<file path="config.mk">
export PLATFORM = sky130hd
export DESIGN_NAME = mmu_walk_top
export DESIGN_NICKNAME = d
export VERILOG_FILES = /design/src/hdl/mmu_walk_pkg.sv /design/src/hdl/axi_pte_reader.sv /design/src/hdl/mmu_walk_top.sv /design/src/hdl/page_walker.sv /design/src/hdl/walk_req_arbiter.sv
export VERILOG_INCLUDE_DIRS = /design/src /design/src/hdl
export SDC_FILE = /design/constraint.sdc
export NUM_CORES = 1
export LEC_CHECK = 0
export BUFFER_PORTS_ARGS = -buffer_cell sky130_fd_sc_hd__buf_4
export CORE_MARGIN = 2
export CORE_UTILIZATION = 49
export DETAILED_ROUTE_END_ITERATION = 8
export GPL_TIMING_DRIVEN = 0
export PLACE_DENSITY_LB_ADDON = 0.1
export SKIP_CTS_REPAIR_TIMING = 1
export SYNTH_ARGS = -nofsm -noshare
export SYNTH_HDL_FRONTEND = slang
export SYNTH_HIERARCHICAL = 1
export SYNTH_SLANG_ARGS = --single-unit
</file>
<file path="constraint.sdc">
create_clock -name clk -period 6.1 [get_ports clk]
set_clock_uncertainty 0.1 [all_clocks]
set_input_delay 0.305 -clock clk [delete_from_list [all_inputs] [get_ports clk]]
set_output_delay 0.305 -clock clk [all_outputs]
set_load 0.005 [all_outputs]
</file>
<file path="src/hdl/mmu_walk_settings.svh">
`ifndef MMU_WALK_SETTINGS_SVH
`define MMU_WALK_SETTINGS_SVH

// request side
`define ID_BITS         8

// Sv39/Sv48/Sv57 paging format
`define VPN_BITS        9
`define PAGE_SHIFT      12
`define PPN_BITS        44

// satp.mode encodings
`define MODE_SV39       4'd8
`define MODE_SV48       4'd9
`define MODE_SV57       4'd10

// AXI read constants
`define AXI_SIZE_8B     3'd3
`define AXI_BURST_INCR  2'd1

`endif

</file>
<file path="src/hdl/mmu_walk_pkg.sv">
`default_nettype none

`include "mmu_walk_settings.svh"

package mmu_walk_pkg;

    typedef struct packed {
        logic [3:0]           mode;
        logic [15:0]          asid;
        logic [`PPN_BITS-1:0] ppn;   // root page table
    } satp_t;

    typedef struct packed {
        logic                valid; // one-cycle strobe
        logic [`ID_BITS-1:0] id;
        logic [63:0]         vaddr;
        satp_t               satp;
    } walk_req_t;

    typedef struct packed {
        logic                valid;
        logic [`ID_BITS-1:0] id;
        logic [7:0]          perm;  // zero on any fault
        logic [63:0]         paddr; // page aligned
    } walk_resp_t;

    typedef struct packed {
        logic        valid;
        logic [63:0] addr;  // 8-byte aligned
    } pte_rd_req_t;

    typedef struct packed {
        logic        valid;
        logic [63:0] data;
    } pte_rd_resp_t;

    // flag view of a PTE
    typedef struct packed {
        logic [9:0]           rsvd;
        logic [`PPN_BITS-1:0] ppn;
        logic [1:0]           rsw;
        logic [7:0]           flags; // D A G U X W R V
    } pte_flag_t;

    // same word, PPN split into VPN-sized segments
    typedef struct packed {
        logic [9:0]                     rsvd;
        logic [`PPN_BITS-4*`VPN_BITS-1:0] ppn_top;
        logic [3:0][`VPN_BITS-1:0]      seg;   // ppn[0] .. ppn[3]
        logic [9:0]                     low;
    } pte_seg_t;

    typedef union packed {
        pte_flag_t flag;
        pte_seg_t  seg;
    } pte_u;

    typedef struct packed {
        logic [7:0]  id;
        logic [63:0] addr;
        logic [7:0]  len;
        logic [2:0]  size;
        logic [1:0]  burst;
        logic        lock;
        logic [3:0]  cache;
        logic [2:0]  prot;
        logic [3:0]  qos;
        logic        valid;
    } axi_ar_t;

    typedef struct packed {
        logic [7:0]  id;
        logic [63:0] data;
        logic [1:0]  resp;
        logic        last;
        logic        valid;
    } axi_r_t;

endpackage

`default_nettype wire

</file>
<file path="src/hdl/axi_pte_reader.sv">
`timescale 1ns/1ps
`default_nettype none

`include "mmu_walk_settings.svh"

module axi_pte_reader (
    input  logic                       clk,
    input  logic                       rst,
    input  mmu_walk_pkg::pte_rd_req_t  pte_rd_req,
    output mmu_walk_pkg::pte_rd_resp_t pte_rd_resp,
    output mmu_walk_pkg::axi_ar_t      axi_ar,
    input  logic                       arready,
    input  mmu_walk_pkg::axi_r_t       axi_r,
    output logic                       rready
);
    import mmu_walk_pkg::*;

    typedef enum logic [1:0] {
        IDLE,
        ADDR,  // arvalid up
        DATA   // rready up
    } state_t;

    state_t      state_q;
    logic        arvalid_q;
    logic        done_q;    // response strobe
    logic [63:0] addr_q;
    logic [63:0] data_q;
    logic        beat;

    always_comb beat = rready & axi_r.valid;

    always_ff @(posedge clk) begin
        if (rst) begin
            state_q   <= IDLE;
            arvalid_q <= 1'b0;
            rready    <= 1'b0;
            done_q    <= 1'b0;
        end else begin
            done_q <= beat;
            case (state_q)
                IDLE: begin
                    if (pte_rd_req.valid) begin
                        arvalid_q <= 1'b1;
                        state_q   <= ADDR;
                    end
                end
                ADDR: begin
                    if (arready) begin
                        arvalid_q <= 1'b0;
                        rready    <= 1'b1;
                        state_q   <= DATA;
                    end
                end
                DATA: begin
                    if (axi_r.valid) begin
                        rready  <= 1'b0; // single beat, len 0
                        state_q <= IDLE;
                    end
                end
                default: state_q <= IDLE;
            endcase
        end
    end

    always_ff @(posedge clk) begin
        if ((state_q == IDLE) && pte_rd_req.valid) begin
            addr_q <= pte_rd_req.addr;
        end
        if (beat) begin
            data_q <= axi_r.data;
        end
    end

    always_comb begin
        axi_ar.id    = '0;
        axi_ar.addr  = addr_q;
        axi_ar.len   = 8'd0;
        axi_ar.size  = `AXI_SIZE_8B;
        axi_ar.burst = `AXI_BURST_INCR;
        axi_ar.lock  = 1'b0;
        axi_ar.cache = 4'd0;
        axi_ar.prot  = 3'd0;
        axi_ar.qos   = 4'd0;
        axi_ar.valid = arvalid_q;
    end

    always_comb begin
        pte_rd_resp.valid = done_q;
        pte_rd_resp.data  = data_q;
    end

endmodule

`default_nettype wire

</file>
<file path="src/hdl/mmu_walk_top.sv">
`timescale 1ns/1ps
`default_nettype none

module mmu_walk_top (
    input  logic                     clk,
    input  logic                     rst,
    input  mmu_walk_pkg::walk_req_t  i_req,    // instruction side
    input  mmu_walk_pkg::walk_req_t  d_req,    // data side
    output mmu_walk_pkg::walk_resp_t resp,
    output mmu_walk_pkg::axi_ar_t    axi_ar,
    input  logic                     arready,
    input  mmu_walk_pkg::axi_r_t     axi_r,
    output logic                     rready
);
    import mmu_walk_pkg::*;

    walk_req_t    walk_req;    // granted request
    logic         walk_busy;
    pte_rd_req_t  pte_rd_req;
    pte_rd_resp_t pte_rd_resp;

    walk_req_arbiter walk_req_arbiter_i (
        .clk       (clk),
        .rst       (rst),
        .i_req     (i_req),
        .d_req     (d_req),
        .walk_busy (walk_busy),
        .walk_req  (walk_req)
    );

    page_walker page_walker_i (
        .clk         (clk),
        .rst         (rst),
        .walk_req    (walk_req),
        .walk_busy   (walk_busy),
        .pte_rd_req  (pte_rd_req),
        .pte_rd_resp (pte_rd_resp),
        .resp        (resp)
    );

    // PTE fetches go straight to memory
    axi_pte_reader axi_pte_reader_i (
        .clk         (clk),
        .rst         (rst),
        .pte_rd_req  (pte_rd_req),
        .pte_rd_resp (pte_rd_resp),
        .axi_ar      (axi_ar),
        .arready     (arready),
        .axi_r       (axi_r),
        .rready      (rready)
    );

endmodule

`default_nettype wire

</file>
<file path="src/hdl/page_walker.sv">
`timescale 1ns/1ps
`default_nettype none

`include "mmu_walk_settings.svh"

module page_walker (
    input  logic                       clk,
    input  logic                       rst,
    input  mmu_walk_pkg::walk_req_t    walk_req,
    output logic                       walk_busy,
    output mmu_walk_pkg::pte_rd_req_t  pte_rd_req,
    input  mmu_walk_pkg::pte_rd_resp_t pte_rd_resp,
    output mmu_walk_pkg::walk_resp_t   resp
);
    import mmu_walk_pkg::*;

    typedef enum logic [2:0] {
        IDLE,
        READ,  // read strobe for the current level
        WAIT,  // PTE outstanding
        NEXT,  // spacer before the next level
        DONE   // response strobe
    } state_t;

    state_t                         state_q;
    logic   [`ID_BITS-1:0]          id_q;
    logic   [4:0][`VPN_BITS-1:0]    vpn_q;
    logic   [`PPN_BITS-1:0]         ppn_q;
    logic   [2:0]                   level_q;
    logic   [7:0]                   perm_q;
    logic                           accept;
    logic                           mode_ok;
    logic   [2:0]                   start_level;
    pte_u                           pte;
    pte_u                           leaf_pte;   // pte with superpage segments filled
    logic                           pte_v;
    logic                           is_leaf;
    logic                           misaligned;
    logic                           descend;
    logic                           pte_seen;

    always_comb accept = (state_q == IDLE) & walk_req.valid;

    // levels below the root, from satp.mode
    always_comb begin
        mode_ok = 1'b1;
        case (walk_req.satp.mode)
            `MODE_SV39: start_level = 3'd2;
            `MODE_SV48: start_level = 3'd3;
            `MODE_SV57: start_level = 3'd4;
            default: begin
                start_level = 3'd0;
                mode_ok     = 1'b0; // unsupported mode, fault at once
            end
        endcase
    end

    always_comb begin
        pte        = pte_rd_resp.data;
        leaf_pte   = pte;
        misaligned = 1'b0;
        for (int i = 0; i < 4; i++) begin
            if (i < level_q) begin
                if (pte.seg.seg[i] != '0) begin
                    misaligned = 1'b1;
                end
                leaf_pte.seg.seg[i] = vpn_q[i];
            end
        end
        pte_v   = pte.flag.flags[0];
        is_leaf = pte.flag.flags[1] | pte.flag.flags[3]; // R or X
        descend = pte_v & ~is_leaf & (level_q != 3'd0);
    end

    always_comb pte_seen = (state_q == WAIT) & pte_rd_resp.valid;

    always_ff @(posedge clk) begin
        if (rst) begin
            state_q <= IDLE;
        end else begin
            case (state_q)
                IDLE: begin
                    if (walk_req.valid) begin
                        state_q <= mode_ok ? READ : DONE;
                    end
                end
                READ: state_q <= WAIT;
                WAIT: begin
                    if (pte_rd_resp.valid) begin
                        state_q <= descend ? NEXT : DONE;
                    end
                end
                NEXT: state_q <= READ;
                DONE: state_q <= IDLE;
                default: state_q <= IDLE;
            endcase
        end
    end

    always_ff @(posedge clk) begin
        if (accept) begin
            id_q    <= walk_req.id;
            vpn_q   <= walk_req.vaddr[`PAGE_SHIFT +: 5 * `VPN_BITS];
            ppn_q   <= walk_req.satp.ppn;
            level_q <= start_level;
            perm_q  <= 8'd0;
        end else if (pte_seen) begin
            ppn_q  <= is_leaf ? leaf_pte.flag.ppn : pte.flag.ppn;
            // V clear, misaligned superpage or pointer at level 0 all give 0
            perm_q <= (pte_v & is_leaf & ~misaligned) ? pte.flag.flags : 8'd0;
            if (descend) begin
                level_q <= level_q - 3'd1;
            end
        end
    end

    always_comb walk_busy = (state_q != IDLE);

    always_comb begin
        pte_rd_req.valid = (state_q == READ);
        pte_rd_req.addr  = 64'({ppn_q, vpn_q[level_q], 3'b000}); // 8 bytes per PTE
    end

    always_comb begin
        resp.valid = (state_q == DONE);
        resp.id    = id_q;
        resp.perm  = perm_q;
        resp.paddr = 64'(ppn_q) << `PAGE_SHIFT;
    end

endmodule

`default_nettype wire

</file>
<file path="src/hdl/walk_req_arbiter.sv">
`timescale 1ns/1ps
`default_nettype none

module walk_req_arbiter (
    input  logic                    clk,
    input  logic                    rst,
    input  mmu_walk_pkg::walk_req_t i_req,
    input  mmu_walk_pkg::walk_req_t d_req,
    input  logic                    walk_busy,
    output mmu_walk_pkg::walk_req_t walk_req
);
    import mmu_walk_pkg::*;

    // index 0 is the data side, index 1 the instruction side
    walk_req_t       side_req  [2];
    walk_req_t       payload_q [2]; // held request
    walk_req_t       cand      [2]; // buffered entry, else live strobe
    logic      [1:0] held_q;
    logic      [1:0] grant;

    always_comb begin
        side_req[0] = d_req;
        side_req[1] = i_req;
        for (int s = 0; s < 2; s++) begin
            cand[s] = held_q[s] ? payload_q[s] : side_req[s];
        end
    end

    // data side has priority
    always_comb begin
        grant[0] = ~walk_busy & cand[0].valid;
        grant[1] = ~walk_busy & ~cand[0].valid & cand[1].valid;
    end

    always_comb begin
        walk_req       = cand[0].valid ? cand[0] : cand[1];
        walk_req.valid = |grant;
    end

    always_ff @(posedge clk) begin
        for (int s = 0; s < 2; s++) begin
            if (rst) begin
                held_q[s] <= 1'b0;
            end else begin
                held_q[s] <= cand[s].valid & ~grant[s]; // drops on handover
            end
        end
    end

    always_ff @(posedge clk) begin
        for (int s = 0; s < 2; s++) begin
            payload_q[s] <= cand[s];
        end
    end

endmodule

`default_nettype wire

</file>
==> summary.md <==
| Metric | Value |
|---|---|
| Status | `complete, but fails checks` |
| Violated checks | `hold timing` |
| Pwr Density | `407.6 nW/um^2` |
| RSZ-0062 raised after global routing | `no` |
| CTS buffer count | `45` |
| CP Max Fanout | `62` |
| Final Critical Period | `3.579 ns` |
| Leak | `11.01 nW` |
| Synth warn | `6` |
| Total negative slack | `0 ns` |
| Synth Instances | `1168` |
| Die height | `194.7 um` |
| Final ANT Viol Nets | `0` |
| Max cap viols | `0` |
| Maximum VDD drop | `0.3074 mV` |
| Nets | `2278` |
| Placed inst area | `21630 um^2` |
| Synth Area per Inst | `15.25 um^2` |
| Drt drc | `0` |
| Die width | `194.7 um` |
| Endpoints failing setup | `0` |
| Root Driver | `clkbuf_16` |
| CP Cell Sequence | `buf_2, buf_2, mux2i_1, a21oi_1, nand2b_1, nor3_2, clkbuf_4, o21bai_1` |
| CTS H-tree depth | `2` |
| CTS tree | `built` |
| Fin area | `25690 um^2` |
| Relative slew slack | `35.98%` |
| Hold WS | `-0.02951 ns` |
| Die Area | `37900 um^2` |
| Antenna violations before repair | `3` |
| GRT Resource Usage Total | `22.71%` |
| Core ar. | `35660 um^2` |
| Final WL | `47820 um` |
| Crit path max-delay cell type | `clkbuf_4` |
| Clock transition at path regs | `0.06 ns` |
| Worst-skew pair later-pin latency | `0.55 ns` |
| Routed len/inst | `19.74 um` |
| Crit Path Category | `reg2reg` |
| Rows | `69` |
| TritonRoute pass-1 iters | `4` |
| Syn-to-layout area delta | `44.18%` |
| Largest net degree at the start of global routing | `63` |
| Initial core utilization | `49.96%` |
| HPWL Detailed | `33400 um` |
| CP endpoint kind | `flop` |
| Boundary Pins | `533` |
| Final Wtd Congestion | `0.7924` |
| Mapped Area | `17810 um^2` |
| Crit path largest cell delay | `0.87 ns` |
| Finished Core Util | `72.04%` |
| Hold/Removal Path Class | `in2reg` |
| CTS Sinks | `438` |
| Clock tree buffer depth | `3` |
| Vias per cell | `4.771` |
| Share of cells above drive strength 1 | `48.44%` |
| Fmax | `279.4 MHz` |
| Worst-Margin Slew | `0.9592 ns` |
| CP arrival | `3.69 ns` |
| Critical Path Start Type | `flop` |
| First-pass GRT wire length | `64350 um` |
| GRT overflow | `0` |
| Initial DRC Count | `552` |
| Number of port buffers | `386` |
| Final Hold Viols | `1` |
| WP data required | `6.21 ns` |
| CP most frequent cell | `buf_2` |
| Final period utilization | `58.67%` |
| Slew Limit Fails | `0` |
| Vias in the first global route | `10861` |
| Routed via count | `11560` |
[sequential cells by signal, indices dropped and copies added, names as in the netlist]
signal,cells
walk_req_arbiter_i/held_q,2
page_walker_i/id_q,8
axi_pte_reader_i/state_q,2
page_walker_i/state_q,3
page_walker_i/vpn_q,45
walk_req_arbiter_i/payload_q,204
page_walker_i/perm_q,8
axi_pte_reader_i/rready,1
page_walker_i/ppn_q,44
axi_pte_reader_i/arvalid_q,1
axi_pte_reader_i/data_q,52
axi_pte_reader_i/addr_q,64
axi_pte_reader_i/done_q,1
page_walker_i/level_q,3
[cell usage in the layout, fill, tap and decap left out, drive strengths merged, types with 12 or more instances in the layout]
cell type    instances
buf                549
clkbuf              68
clkinv              17
conb                64
dfxtp              222
dlygate4sd3        256
edfxtp             216
inv                 21
mux2               311
mux2i               39
nand2               50
nor2                12
o21ai               51
[routing by layer]
metal  vias to the layer above  GRT usage (%)  wire length (um)
li1                       5561              -                 -
met1                      5584          29.06             20030
met2                       347          38.90             24480
met3                        68          5.015              2415
met4                         0          6.268               898
met5                         -              0                 0
[area by class of cell]
type | count | area, um^2
fill | 2378 | 9970
clock buffer | 56 | 1209
tap | 461 | 576.8
antenna | 3 | 7.507
inverter | 17 | 63.81
sequential | 438 | 10930
multi-input combinational | 604 | 5831
clock inverter | 27 | 275.3
buffer | 170 | 1235
timing repair buffer | 647 | 5558
[report_power, final]
part	switching, mW	total, mW	internal [mW]
Sequential	0.388	4.47	4.08
Clock	1.14	2.77	1.63
Combinational	1.57	3.24	1.66
Total	3.10	10.5	7.37
[critical path, delay by kind of cell (launching register included)]
family          cells  cell delay [ns]
compound gates      2             0.50
buf+inv             3             1.47
flops               1             0.32
mux                 1             0.19
simple gates        2             0.65
[stage by stage]
step | power (mW) | cells | worst slack, ns | hold WS [ns]
2_1_floorplan | 6.301 | 1229 | 2.270 | 0.2741
3_3_place_gp | 7.565 | 2076 | 0.5400 | 0.3346
3_5_place_dp | 7.619 | 2081 | 2.407 | 0.3351
4_1_cts | 10.40 | 2164 | 2.400 | -0.2040
5_1_grt | 10.94 | 2423 | 2.260 | -0.001745
6_report | 10.47 | 2423 | 2.521 | -0.02951
[worst paths after layout]
kind	cells past startpoint	start	to	slack (ns)
max	8	walk_req_arbiter_i/held_q[1]	page_walker_i/level_q[1]	2.52
min	4	axi_r[0]	axi_pte_reader_i/rready	-0.03
max reg2reg	8	walk_req_arbiter_i/held_q[1]	page_walker_i/level_q[1]	2.52
min reg2reg	0	page_walker_i/ppn_q[30]	axi_pte_reader_i/addr_q[42]	0.35
Power figures use the tool's default switching activity.
